### config.mk
export PLATFORM = sky130hd
export DESIGN_NAME = tft_touch_top
export DESIGN_NICKNAME = d
export VERILOG_FILES = /design/src/rtl/tft_pkg.sv /design/src/rtl/touch_pkg.sv /design/src/rtl/cursor_overlay.sv /design/src/rtl/tft_timing.sv /design/src/rtl/tft_touch_top.sv /design/src/rtl/touchpad_controller.sv
export SDC_FILE = /design/constraint.sdc
export NUM_CORES = 1
export LEC_CHECK = 0
export BUFFER_PORTS_ARGS = -buffer_cell sky130_fd_sc_hd__buf_2
export CORE_ASPECT_RATIO = 1.75
export CORE_MARGIN = 2
export CORE_UTILIZATION = 59
export CTS_CLUSTER_DIAMETER = 40
export CTS_CLUSTER_SIZE = 40
export DETAILED_ROUTE_END_ITERATION = 12
export PLACE_DENSITY = 0.79
export SLEW_MARGIN = 30
export SYNTH_ARGS = -nofsm -noshare
export SYNTH_HDL_FRONTEND = slang
export SYNTH_SLANG_ARGS = --single-unit
### constraint.sdc
create_clock -name cclk -period 5.55 [get_ports cclk]
set_clock_uncertainty 0.15 [all_clocks]
set_input_delay 0.2775 -clock cclk [delete_from_list [all_inputs] [get_ports cclk]]
set_output_delay 0.2775 -clock cclk [all_outputs]
set_load 0.05 [all_outputs]
### src/rtl/tft_pkg.sv
package tft_pkg;

    localparam int POS_X_W = 10;
    localparam int POS_Y_W = 9;
    localparam int COLOR_W = 8;

    // raster position, x counts pixels and y counts lines
    typedef struct packed {
        logic [POS_X_W-1:0] x;
        logic [POS_Y_W-1:0] y;
    } pixel_pos_t;

    // same bit order as the 24-bit background input
    typedef struct packed {
        logic [COLOR_W-1:0] red;
        logic [COLOR_W-1:0] green;
        logic [COLOR_W-1:0] blue;
    } rgb_t;

    localparam rgb_t RGB_BLACK = '{red: 8'h00, green: 8'h00, blue: 8'h00};
    localparam rgb_t RGB_WHITE = '{red: 8'hff, green: 8'hff, blue: 8'hff};

    // panel control levels
    typedef struct packed {
        logic vdd;
        logic display;
        logic backlight;
    } tft_ctrl_t;

endpackage

### src/rtl/touch_pkg.sv
package touch_pkg;

    // converter channel address, bits A2..A0 of the control byte
    typedef enum logic [2:0] {
        CHAN_X = 3'b101,
        CHAN_Y = 3'b001,
        CHAN_Z = 3'b011
    } touch_chan_e;

    // control byte, shifted out msb first
    typedef struct packed {
        logic        start;
        touch_chan_e chan;
        // 0 selects 12-bit conversion
        logic        mode;
        // 0 selects differential reference
        logic        ser_dfr;
        logic [1:0]  pd;
    } touch_cmd_t;

    localparam int CMD_BITS    = 8;
    localparam int RESULT_BITS = 12;
    localparam int PAD_CLOCKS  = 3;
    // csb high time, counted in touch_clk half periods
    localparam int IDLE_HALVES = 4;

    typedef struct packed {
        logic [RESULT_BITS-1:0] x;
        logic [RESULT_BITS-1:0] y;
        logic [RESULT_BITS-1:0] z;
    } touch_point_t;

endpackage

### src/rtl/cursor_overlay.sv
`timescale 1ns/1ns

module cursor_overlay import touch_pkg::*, tft_pkg::*; #(
    parameter int X_OFFSET        = 150,
    parameter int Y_OFFSET        = 300,
    parameter int PRESS_THRESHOLD = 256,
    parameter int SCALE_SHIFT     = 3
) (
    input  logic         cclk,
    input  logic         rst_n,
    input  touch_point_t point,
    input  logic         point_valid,
    input  pixel_pos_t   pos,
    input  logic         active,
    input  logic         pix_stb,
    input  logic         new_frame,
    input  rgb_t         background,
    output rgb_t         rgb,
    output logic         data_ena
);

    touch_point_t           held;
    logic                   held_ok;
    logic                   pressed;
    logic                   take_lock;
    logic [RESULT_BITS-1:0] map_x;
    logic [RESULT_BITS-1:0] map_y;
    logic [RESULT_BITS-1:0] lock_x;
    logic [RESULT_BITS-1:0] lock_y;
    logic [RESULT_BITS-1:0] cur_x;
    logic [RESULT_BITS-1:0] cur_y;
    logic                   on_cross;

    assign pressed   = held_ok && (held.z >= RESULT_BITS'(PRESS_THRESHOLD));
    assign take_lock = new_frame && pressed;

    // offset subtraction wraps in 12 bits before the scale shift
    assign map_x = (held.x - RESULT_BITS'(X_OFFSET)) >> SCALE_SHIFT;
    assign map_y = (held.y - RESULT_BITS'(Y_OFFSET)) >> SCALE_SHIFT;

    // a new lock already covers pixel (0,0) of its frame
    assign cur_x = take_lock ? map_x : lock_x;
    assign cur_y = take_lock ? map_y : lock_y;

    assign on_cross = (RESULT_BITS'(pos.x) == cur_x) || (RESULT_BITS'(pos.y) == cur_y);

    always_ff @(posedge cclk) begin
        if (point_valid) begin
            held <= point;
        end
    end

    always_ff @(posedge cclk) begin
        if (!rst_n) begin
            held_ok <= 1'b0;
            lock_x  <= '0;
            lock_y  <= '0;
        end else begin
            if (point_valid) begin
                held_ok <= 1'b1;
            end
            if (take_lock) begin
                lock_x <= map_x;
                lock_y <= map_y;
            end
        end
    end

    // one pixel of latency, outputs move with the tft_clk rising edge
    always_ff @(posedge cclk) begin
        if (!rst_n) begin
            data_ena <= 1'b0;
            rgb      <= RGB_BLACK;
        end else if (pix_stb) begin
            data_ena <= active;
            if (!active) begin
                rgb <= RGB_BLACK;
            end else if (on_cross) begin
                rgb <= RGB_WHITE;
            end else begin
                rgb <= background;
            end
        end
    end

    blank_is_black: assert property (@(posedge cclk) disable iff (!rst_n)
        !data_ena |-> (rgb == RGB_BLACK));

endmodule

### src/rtl/tft_timing.sv
`timescale 1ns/1ns

module tft_timing import tft_pkg::*; #(
    parameter int H_ACTIVE    = 480,
    parameter int H_TOTAL     = 525,
    parameter int V_ACTIVE    = 272,
    parameter int V_TOTAL     = 286,
    parameter int PIXEL_DIV   = 4,
    parameter int POWER_DELAY = 1000,
    parameter int PWM_PERIOD  = 256
) (
    input  logic       cclk,
    input  logic       rst_n,
    input  logic [7:0] duty,
    output logic       pix_stb,
    output pixel_pos_t pos,
    output logic       active,
    output logic       new_frame,
    output logic       tft_clk,
    output tft_ctrl_t  ctrl
);

    localparam int PDIV_W = $clog2(PIXEL_DIV + 1);
    localparam int PWR_W  = $clog2(POWER_DELAY + 1);
    localparam int PWM_W  = $clog2(PWM_PERIOD + 1);

    logic [PDIV_W-1:0] pdiv_cnt;
    logic [PWR_W-1:0]  pwr_cnt;
    logic [PWM_W-1:0]  pwm_cnt;
    logic              line_end;

    assign pix_stb   = (pdiv_cnt == PDIV_W'(PIXEL_DIV - 1));
    assign line_end  = (pos.x == POS_X_W'(H_TOTAL - 1));
    assign active    = (pos.x < POS_X_W'(H_ACTIVE)) && (pos.y < POS_Y_W'(V_ACTIVE));
    assign new_frame = pix_stb && (pos.x == '0) && (pos.y == '0);

    always_ff @(posedge cclk) begin
        if (!rst_n || pix_stb) begin
            pdiv_cnt <= '0;
        end else begin
            pdiv_cnt <= pdiv_cnt + 1'b1;
        end
    end

    // high for the first half of each pixel period
    always_ff @(posedge cclk) begin
        if (!rst_n) begin
            tft_clk <= 1'b0;
        end else if (pix_stb) begin
            tft_clk <= 1'b1;
        end else if (pdiv_cnt == PDIV_W'(PIXEL_DIV / 2 - 1)) begin
            tft_clk <= 1'b0;
        end
    end

    // raster counters step once per pixel
    always_ff @(posedge cclk) begin
        if (!rst_n) begin
            pos <= '0;
        end else if (pix_stb) begin
            if (line_end) begin
                pos.x <= '0;
                if (pos.y == POS_Y_W'(V_TOTAL - 1)) begin
                    pos.y <= '0;
                end else begin
                    pos.y <= pos.y + 1'b1;
                end
            end else begin
                pos.x <= pos.x + 1'b1;
            end
        end
    end

    always_ff @(posedge cclk) begin
        if (!rst_n || pwm_cnt == PWM_W'(PWM_PERIOD - 1)) begin
            pwm_cnt <= '0;
        end else begin
            pwm_cnt <= pwm_cnt + 1'b1;
        end
    end

    // vdd first, display after the delay, then backlight PWM
    always_ff @(posedge cclk) begin
        if (!rst_n) begin
            ctrl    <= '0;
            pwr_cnt <= '0;
        end else begin
            ctrl.vdd <= 1'b1;
            if (ctrl.vdd && !ctrl.display) begin
                if (pwr_cnt == PWR_W'(POWER_DELAY - 1)) begin
                    ctrl.display <= 1'b1;
                end else begin
                    pwr_cnt <= pwr_cnt + 1'b1;
                end
            end
            ctrl.backlight <= ctrl.display && (pwm_cnt < duty);
        end
    end

    pos_in_range: assert property (@(posedge cclk) disable iff (!rst_n)
        (pos.x < POS_X_W'(H_TOTAL)) && (pos.y < POS_Y_W'(V_TOTAL)));

endmodule

### src/rtl/tft_touch_top.sv
`timescale 1ns/1ns

module tft_touch_top import touch_pkg::*, tft_pkg::*; #(
    parameter int H_ACTIVE        = 480,
    parameter int H_TOTAL         = 525,
    parameter int V_ACTIVE        = 272,
    parameter int V_TOTAL         = 286,
    parameter int PIXEL_DIV       = 4,
    parameter int POWER_DELAY     = 1000,
    parameter int PWM_PERIOD      = 256,
    parameter int TOUCH_CLK_DIV   = 50,
    parameter int X_OFFSET        = 150,
    parameter int Y_OFFSET        = 300,
    parameter int PRESS_THRESHOLD = 256,
    parameter int SCALE_SHIFT     = 3
) (
    input  logic        cclk,
    input  logic        rst_n,
    input  logic [7:0]  switch,
    input  logic [23:0] background,
    input  logic        touch_busy,
    input  logic        touch_data_out,
    output logic        touch_csb,
    output logic        touch_clk,
    output logic        touch_data_in,
    output logic        tft_clk,
    output logic        tft_data_ena,
    output logic        tft_vdd,
    output logic        tft_display,
    output logic        tft_backlight,
    output logic [7:0]  tft_red,
    output logic [7:0]  tft_green,
    output logic [7:0]  tft_blue
);

    touch_point_t point;
    logic         point_valid;
    pixel_pos_t   pos;
    logic         active;
    logic         pix_stb;
    logic         new_frame;
    rgb_t         rgb;
    tft_ctrl_t    ctrl;

    touchpad_controller #(
        .TOUCH_CLK_DIV(TOUCH_CLK_DIV)
    ) u_touch (
        .cclk        (cclk),
        .rst_n       (rst_n),
        .touch_busy  (touch_busy),
        .data_in     (touch_data_out),
        .touch_clk   (touch_clk),
        .touch_csb   (touch_csb),
        .data_out    (touch_data_in),
        .point       (point),
        .point_valid (point_valid)
    );

    tft_timing #(
        .H_ACTIVE    (H_ACTIVE),
        .H_TOTAL     (H_TOTAL),
        .V_ACTIVE    (V_ACTIVE),
        .V_TOTAL     (V_TOTAL),
        .PIXEL_DIV   (PIXEL_DIV),
        .POWER_DELAY (POWER_DELAY),
        .PWM_PERIOD  (PWM_PERIOD)
    ) u_timing (
        .cclk      (cclk),
        .rst_n     (rst_n),
        .duty      (switch),
        .pix_stb   (pix_stb),
        .pos       (pos),
        .active    (active),
        .new_frame (new_frame),
        .tft_clk   (tft_clk),
        .ctrl      (ctrl)
    );

    cursor_overlay #(
        .X_OFFSET        (X_OFFSET),
        .Y_OFFSET        (Y_OFFSET),
        .PRESS_THRESHOLD (PRESS_THRESHOLD),
        .SCALE_SHIFT     (SCALE_SHIFT)
    ) u_overlay (
        .cclk        (cclk),
        .rst_n       (rst_n),
        .point       (point),
        .point_valid (point_valid),
        .pos         (pos),
        .active      (active),
        .pix_stb     (pix_stb),
        .new_frame   (new_frame),
        .background  (rgb_t'(background)),
        .rgb         (rgb),
        .data_ena    (tft_data_ena)
    );

    // panel pins
    assign tft_red       = rgb.red;
    assign tft_green     = rgb.green;
    assign tft_blue      = rgb.blue;
    assign tft_vdd       = ctrl.vdd;
    assign tft_display   = ctrl.display;
    assign tft_backlight = ctrl.backlight;

endmodule

### src/rtl/touchpad_controller.sv
`timescale 1ns/1ns

module touchpad_controller import touch_pkg::*; #(
    parameter int TOUCH_CLK_DIV = 50
) (
    input  logic         cclk,
    input  logic         rst_n,
    input  logic         touch_busy,
    input  logic         data_in,
    output logic         touch_clk,
    output logic         touch_csb,
    output logic         data_out,
    output touch_point_t point,
    output logic         point_valid
);

    typedef enum logic [2:0] {
        ST_IDLE,
        ST_CMD,
        ST_WAIT,
        ST_READ,
        ST_PAD
    } state_e;

    localparam int DIV_W = $clog2(TOUCH_CLK_DIV + 1);

    state_e                 state;
    logic [DIV_W-1:0]       div_cnt;
    logic                   half_tick;
    logic                   rise;
    logic                   fall;
    logic [3:0]             bit_cnt;
    touch_chan_e            chan;
    touch_cmd_t             cmd;
    logic [CMD_BITS-1:0]    cmd_sr;
    logic [RESULT_BITS-1:0] res_sr;
    logic [RESULT_BITS-1:0] result;
    logic                   last_bit;
    logic                   round_done;
    touch_point_t           acc;

    // 12-bit single conversion, differential reference, no power-down change
    assign cmd = '{start: 1'b1, chan: chan, mode: 1'b0, ser_dfr: 1'b0, pd: 2'b00};

    assign half_tick  = (div_cnt == DIV_W'(TOUCH_CLK_DIV - 1));
    assign rise       = half_tick && !touch_clk && (state != ST_IDLE);
    assign fall       = half_tick && touch_clk;
    assign result     = {res_sr[RESULT_BITS-2:0], data_in};
    assign last_bit   = (state == ST_READ) && rise && (bit_cnt == RESULT_BITS - 1);
    assign round_done = (state == ST_PAD) && fall && (bit_cnt == PAD_CLOCKS);

    // touch_clk half period
    always_ff @(posedge cclk) begin
        if (!rst_n || half_tick) begin
            div_cnt <= '0;
        end else begin
            div_cnt <= div_cnt + 1'b1;
        end
    end

    always_ff @(posedge cclk) begin
        if (!rst_n) begin
            state       <= ST_IDLE;
            touch_csb   <= 1'b1;
            touch_clk   <= 1'b0;
            data_out    <= 1'b0;
            bit_cnt     <= '0;
            chan        <= CHAN_X;
            point_valid <= 1'b0;
        end else begin
            point_valid <= 1'b0;
            if (rise) begin
                touch_clk <= 1'b1;
            end
            // next command bit goes out while the clock is low
            if (fall) begin
                touch_clk <= 1'b0;
                data_out  <= cmd_sr[CMD_BITS-2];
            end
            case (state)
                ST_IDLE: begin
                    if (half_tick) begin
                        if (bit_cnt == IDLE_HALVES - 1) begin
                            bit_cnt   <= '0;
                            touch_csb <= 1'b0;
                            data_out  <= cmd[CMD_BITS-1];
                            state     <= ST_CMD;
                        end else begin
                            bit_cnt <= bit_cnt + 1'b1;
                        end
                    end
                end
                ST_CMD: begin
                    if (rise) begin
                        if (bit_cnt == CMD_BITS - 1) begin
                            bit_cnt <= '0;
                            state   <= ST_WAIT;
                        end else begin
                            bit_cnt <= bit_cnt + 1'b1;
                        end
                    end
                end
                ST_WAIT: begin
                    if (rise && !touch_busy) begin
                        state <= ST_READ;
                    end
                end
                ST_READ: begin
                    if (last_bit) begin
                        bit_cnt <= '0;
                        state   <= ST_PAD;
                    end else if (rise) begin
                        bit_cnt <= bit_cnt + 1'b1;
                    end
                end
                ST_PAD: begin
                    if (round_done) begin
                        bit_cnt     <= '0;
                        touch_csb   <= 1'b1;
                        state       <= ST_IDLE;
                        point_valid <= (chan == CHAN_Z);
                        case (chan)
                            CHAN_X:  chan <= CHAN_Y;
                            CHAN_Y:  chan <= CHAN_Z;
                            default: chan <= CHAN_X;
                        endcase
                    end else if (rise) begin
                        bit_cnt <= bit_cnt + 1'b1;
                    end
                end
                default: state <= ST_IDLE;
            endcase
        end
    end

    // shift registers and sample storage
    always_ff @(posedge cclk) begin
        if (state == ST_IDLE && half_tick) begin
            cmd_sr <= cmd;
        end else if (fall) begin
            cmd_sr <= {cmd_sr[CMD_BITS-2:0], 1'b0};
        end
        if (state == ST_READ && rise) begin
            res_sr <= result;
        end
        if (last_bit) begin
            case (chan)
                CHAN_X:  acc.x <= result;
                CHAN_Y:  acc.y <= result;
                default: acc.z <= result;
            endcase
        end
        if (round_done && chan == CHAN_Z) begin
            point <= acc;
        end
    end

    csb_high_clk_low: assert property (@(posedge cclk) disable iff (!rst_n)
        touch_csb |-> !touch_clk);

endmodule

==> metrics.md, run 1 <==
| Metric | Value |
|---|---|
| Status | finished clean |
| Commonest non-fill, non-tap cell in the layout | dfxtp_1 |
| Slew Limit Fails | 0 |
| Kind of end point of the critical path | register |
| Hold Crit Class | in2reg |
| Clk Latency, worst-skew pair | between 400 and 500 ps |
| Initial antenna violation count | 0 |
| CTS tree | built |
| Chip width | approximately 94 µm |
| Sequential cell area fraction in the yosys report | 0.596 |
| CP max-delay cell | a32o_2 |
| Drt pass-1 iters | 5 |
| Synth async-reset ratio | 0 |
| DRT Wirelength | roughly 16,000 µm |
| Internal power | 2220 µW |
| Fill cells | roughly 1,000 |
| Reg clk slew, reported paths | approximately 80 ps |
| Hold WS | roughly 41 ps |
| Number of remaining DRC errors | 0 |
| Least-Margin Pin Slew | around 830 ps |
| Worst Hold Depth | 4 |
| Die height | around 160 µm |
| Most frequent cells in the layout | dfxtp_1, edfxtp_1, buf_2, nand2_1, nor2_1 |
| WP buf/inv | 0 |
| Maximum clock path buffer count | 3 |
| Xor-xnor portion of the synthesized cell area | 0.0590 |
| RSZ-0062 raised after global routing | false |
| Post-synthesis mux area share | 0.0132 |
| Worst R2R Path Depth | 10 |
| Starting Density | 0.601 |
| WP depth | 10 |
| Largest net degree at the start of global routing | 64 |
| Crit path time final | 3910 ps |
| Synth area leaders | edfxtp_1, dfxtp_1, xor2_1 |
| Final period utilization | 0.704 |
| Adder-cell share of the synthesized area | 0.0331 |
| CP max stage delay | 510 ps |
| Antenna diodes | 0 |
| Synth-to-layout area growth | 15.1% |
| Peak supply drop | 427 µV |
| I/O pin cnt | just under 70 |
| Top delay family on crit path | compound AO/OA/AOI/OAI gates |
| Yosys top cell area share | 0.321 |
| Synth Area in Compound Gates | 0.118 |
| Post-synth net total | approximately 800 |
| Die area | ~15,000 µm² |
| Routed vias | around 5,800 |
| Rows | 57 |
| Final HPWL DP | 11,000 µm |
| Mapped Area | 8320 µm² |
| Grt total ovfl | 0 |
| GRT Overall Usage | 0.211 |
| Initial DRC Count | roughly 260 |
| Max FO, Critical Path | 24 |
| Lkg Pwr | 0.00368 µW |
| Share of layout cells above drive strength 1 | 0.133 |
| Setup TNS | 0 ps |
| Sw frac | 0.260 |
| Seq pwr share | 0.535 |
| Relative slew slack | 0.441 |
| Post-synth EDFFs | 89 |
| Clock power frac | 0.378 |
| First-pass GRT wire length | ~26,000 µm |
| Critical Path Most Common Cell | ha_1 |
| Pwr dens | about 310 nW/µm² |
| Layout Utilization | 0.692 |
| Placer congestion estimate | slightly below 0.9 |
| Post-CTS Setup Inserts | 0 |
| Post-synth top flop | dfxtp_1 |
| Post-synth top area cell | edfxtp_1 |
| CP Class | reg2reg |
| Synth warn | 0 |
| WP data arrival | ~4200 ps |
| Worst EP required | around 5800 ps |
| Buffers on Ports | 67 |
| H-tree depth | 1 |
| Post-route ant nets | 0 |
| Synth Area in Simple Gates | 0.152 |
| Via density | 5.81 |
| Fmax | roughly 0.26 GHz |
| Final count of negative-setup-slack endpoints | 0 |
| CTS Hold Bufs | 25 |
| Layout Nets | 867 |
| Logic pwr share | 0.086 |
| Routed len/inst | 15.9 µm |
| Sinks on the clock net | around 200 |
| Cells after Synth | a little over 700 |
| Number of global-route vias before repair | approximately 5,700 |
| Fin. Hold Viols | 0 |
| Root Buffer | clkbuf_16 |
| Worst-path cell chain | ha_1 > ha_1 > nor2b_1 > and4_1 > nand2_1 > o221a_2 > a311o_1 > nor4_1 > a32o_2 > a221o_1 |
| Largest family of logic cells by synthesized area | simple AND/OR/NAND/NOR gates |
| Sequential Area | between 4000 and 5000 µm² |
| #FFs+latches synth | ~200 |
| Crit path launch type | register |
| Num CTS Buffers | 15 |
| Multi-input gate area | approximately 3100 µm² |
| Post-synth cell types | 62 |
| Post_cts resized | 0 |
| Switch Pwr | about 780 µW |
| Max-cap violations | 0 |
| Synth Area per Inst | 11.5 µm² |
| Core Footprint | approximately 14,000 µm² |
through the flow:
step                      power (µW)  cells  setup slack [ps]  area (µm²)
final                           3010    994              1640        9580
after global routing            3120    994              1250        9580
after CTS                       3040    994              1700        9570
after detailed placement        1890    944              1740        8780
after global placement          1880    944              1940        8780
after floorplan                 1820    723              1530        8320
cells in the mapped netlist, types with 4 or more instances:
library cell and instances:
dfxtp_1 114, edfxtp_1 89, nand2_1 54, nor2_1 48, xor2_1 32, o21ai_0 28, inv_1 27, a221o_1 24
xnor2_1 24, ha_1 22, nor2b_1 22, clkbuf_1 20, a21oi_1 18, and2_1 18, and3_1 15, nand3_1 14
nand4_1 14, a21boi_0 13, or3_1 13, mux2i_1 11, nor3_1 10, a21o_1 9, a211oi_1 6, nand2b_1 6
o211ai_1 6, a31oi_1 4, buf_6 4, nor3b_1 4, nor4_1 4, o21ai_1 4
path summary, 6_finish.rpt:
path / start / endpoint / slack (ps)
max: u_timing.pdiv_cnt[0]$_SDFF_PP0_ / u_overlay.rgb[7]$_SDFFE_PN0P_ / 1640
min: switch[7] / u_timing.ctrl[0]$_SDFF_PN0_ / 40
max reg2reg: u_timing.pdiv_cnt[0]$_SDFF_PP0_ / u_overlay.rgb[7]$_SDFFE_PN0P_ / 1640
min reg2reg: u_touch.point[35]$_DFFE_PP_ / u_overlay.held[35]$_DFFE_PP_ / 260
logic make-up (layout without fill, tap and decap cells):
logic type / after synthesis / in the layout
compound gates: 137 / 137
xor+xnor: 56 / 56
fa+ha+maj: 22 / 22
buf+inv: 55 / 149
flops: 203 / 203
mux: 11 / 11
simple gates: 239 / 239
worst min-delay path, stage by stage:
cell and delay, ps:
buf_2 90, inv_1 50, ha_1 120, a21oi_1 70
layout make-up:
type | instances | area share
clock buffers | 15 | 0.0392
clock inverters | 10 | 0.0175
inverters | 27 | 0.0106
multi-input cells | 465 | 0.327
flip-flops and latches | 203 | 0.518
well taps | 177 | 0.0231
repair buffers | 97 | 0.0651
flip-flops by register name (all words and copies together) (netlist names), 2 cells and up:
register and count:
u_overlay.held 25, u_touch.acc 25, u_touch.point 25, u_overlay.rgb 24
u_timing.pos 19, u_overlay.lock_x 12, u_overlay.lock_y 12, u_touch.res_sr 11
u_timing.pwr_cnt 10, u_timing.pwm_cnt 9, u_touch.div_cnt 6, u_touch.bit_cnt 4
u_timing.ctrl 3, u_timing.pdiv_cnt 3, u_touch.cmd_sr 3, u_touch.state 3
u_touch.chan 2
power by group through the flow:
stage	Clock, µW	Combinational, µW	Sequential [µW]
after detailed placement	0	243	1640
after floorplan	0	76.5	1750
final	1140	260	1610
after CTS	1170	259	1610
after global placement	0	236	1640
after global routing	1230	276	1610
per-layer routing:
metal | track usage | part of all wire | vias to the layer above
met4 | 0.111 | 0.045 | 0
met5 | 0 | 0 | -
li1 | - | - | 2791
met1 | 0.221 | 0.37 | 2757
met2 | 0.393 | 0.54 | 178
met3 | 0.0336 | 0.050 | 54
(Power assumes the default switching activity.)
==> inputs of run 2 (changes only) <==
CORE_UTILIZATION = 53   (was 59)
PLACE_DENSITY = 0.75   (was 0.79)
clock period = 3.21 ns   (was 5.55 ns; I/O delays follow)
==> metrics.md, run 2 (synthesis gave the netlist of run 1 again) <==
| Metric | Value |
|---|---|
| Pwr dens | 536 nW/µm² |
| Hold Path End | u_touch.state[1]$_SDFFE_PN0P_ |
| Slew Limit Fails | 0 |
| Root Buffer | clkbuf_16 |
| GRT Overall Usage | 0.199 |
| Final count of negative-setup-slack endpoints | 0 |
| Fin. Hold Viols | 0 |
| Synth-to-layout area growth | 19.8% |
| Pre-CTS setup slack | -62.4 ps |
| CP max-delay cell | or4_4 |
| Starting Density | 0.540 |
| Most frequent cells in the layout | dfxtp_1, edfxtp_1, buf_2, nand2_1, nor2_1 |
| Worst-path cell chain | or4_4 > or4_4 > buf_6 > nor4_4 > nor3_1 > nand3b_1 > nor4_2 > a32o_2 > buf_12 > a221o_1 |
| Regs by FF count | u_overlay.held (25), u_touch.acc (25), u_touch.point (25) |
| Hold Crit Class | in2reg |
| Final HPWL DP | about 12,000 µm |
| DRT Wirelength | 16,700 µm |
| Maximum clock path buffer count | 3 |
| Fin area | around 10000 µm² |
| Share of layout cells above drive strength 1 | 0.177 |
| Worst Hold Depth | 6 |
| Crit Reg-Reg Startpoint | u_timing.pos[13]$_SDFFE_PN0P_ |
| Max FO, Critical Path | 24 |
| Sequential Area | between 4000 and 5000 µm² |
| CTS tree | built |
| Post-route ant nets | 0 |
| Die area | ~17,000 µm² |
| R2R Path End | u_overlay.rgb[22]$_SDFFE_PN0P_ |
| Drt pass-1 iters | 5 |
| Fill cells | around 1,100 |
| Number of remaining DRC errors | 0 |
| Fmax | between 0.3 and 0.4 GHz |
| Least-Margin Pin Slew | around 670 ps |
| Max-cap violations | 0 |
| Dpl cells | about 990 |
| Sinks on the clock net | 203 |
| CP Class | reg2reg |
| Final period utilization | 0.982 |
| Setup TNS | 0 ps |
| Via density | between 5 and 6 |
| H-tree depth | 1 |
| Die height | 170 µm |
| Worst EP required | 3490 ps |
| Peak supply drop | 607 µV |
| Status | finished clean |
| Hold_sp | touch_busy |
| Routed vias | ~5,800 |
| Initial DRC Count | about 170 |
| Multi-input gate area | approximately 3200 µm² |
| First-pass GRT wire length | about 28,000 µm |
| Worst R2R Path Depth | 10 |
| R2R setup slack | roughly 57 ps |
| Kind of end point of the critical path | register |
| Largest net degree at the start of global routing | 63 |
| Placer congestion estimate | ~0.87 |
| Critical Path Most Common Cell | or4_4 |
| Grt total ovfl | 0 |
| Clk Latency, worst-skew pair | 490 ps |
| Layout Nets | 903 |
| Rows | 60 |
| Chip width | between 90 and 100 µm |
| WP data arrival | 3430 ps |
| Buffers on Ports | between 60 and 70 |
| Antenna diodes | 0 |
| Crit path launch type | register |
| Commonest non-fill, non-tap cell in the layout | dfxtp_1 |
| Num CTS Buffers | 17 |
| Initial antenna violation count | 0 |
| Number of global-route vias before repair | roughly 6,000 |
| Lkg Pwr | a little under 0.004 µW |
| Core Footprint | about 15,000 µm² |
| RSZ-0062 raised after global routing | true |
| Relative slew slack | 0.548 |
| I/O pin cnt | 68 |
| Placed Area | about 9000 µm² |
| Final Instance Count excl. Fillers | about 1,000 |
| Crit path time final | roughly 3200 ps |
| Reg clk slew, reported paths | ~80 ps |
| Setup WS post-layout | between 50 and 60 ps |
| Routed len/inst | between 15 and 20 µm |
| CP max stage delay | around 560 ps |
[run 2: worst max path at each step]
stage / start / to / slack [ps] / depth (start not counted)
finish: u_timing.pos[13]$_SDFFE_PN0P_ / u_overlay.rgb[22]$_SDFFE_PN0P_ / 60 / 10
floorplan: u_touch.touch_clk$_SDFFE_PP0N_ / u_touch.point[10]$_DFFE_PP_ / 80 / 3
global placement: u_timing.pos[13]$_SDFFE_PN0P_ / u_overlay.rgb[16]$_SDFFE_PN0P_ / 80 / 10
CTS: u_timing.pos[13]$_SDFFE_PN0P_ / u_overlay.rgb[11]$_SDFFE_PN0P_ / 1 / 10
detailed placement: u_timing.pos[13]$_SDFFE_PN0P_ / u_overlay.rgb[11]$_SDFFE_PN0P_ / -60 / 10
global route: u_timing.pos[5]$_SDFFE_PN0P_ / u_overlay.rgb[22]$_SDFFE_PN0P_ / -30 / 11
[run 2: critical path, delay by kind of cell, from the launching register on]
| kind | cells | cell delay [ps] |
|---|---|---|
| and+or+nand+nor | 6 | 1940 |
| AOI/OAI and AO/OA | 2 | 350 |
| buffers and inverters | 2 | 310 |
| DFF | 1 | 340 |
[run 2: metrics by stage]
stage | util | total power (µW) | hold slack [ps]
final | 0.648 | 5340 | 73.8
after global routing | 0.648 | 5510 | 120
after CTS | 0.646 | 5380 | 73.0
after detailed placement | 0.588 | 3270 | 195
after global placement | 0.588 | 3260 | 193
after floorplan | - | 3160 | 38.2
[run 2: final cells by class]
type                            count  share of cell area
Inverter                           27              0.0102
Sequential cell                   203               0.497
Clock buffer                       18              0.0431
Clock inverter                     11              0.0149
Multi-Input combinational cell    465               0.320
Tap cell                          186              0.0233
Timing Repair Buffer              131              0.0906
[run 2: report_power, final]
group          internal [µW]  switching, µW  leakage (µW)
logic                    159            305       0.00191
registers               2740           43.3       0.00173
clock network           1060           1040      0.000274
total                   3950           1390       0.00391
[run 2: timing repair]
item | in CTS | in global routing
resized for setup | 6 | 9
endpoints found under the hold margin | 26 | 0
setup endpoints to repair | 24 | 24
buffers inserted | 0 | 0
hold buffers | 27 | 0
[run 2: per-layer routing]
metal | routed length, µm | global-route usage | up-vias | part of all wire
li1 | - | - | 2868 | -
met1 | 6240 | 0.201 | 2775 | 0.37
met2 | 9250 | 0.401 | 140 | 0.55
met3 | 637 | 0.0264 | 35 | 0.038
met4 | 541 | 0.0774 | 0 | 0.032
met5 | 0 | 0 | - | 0
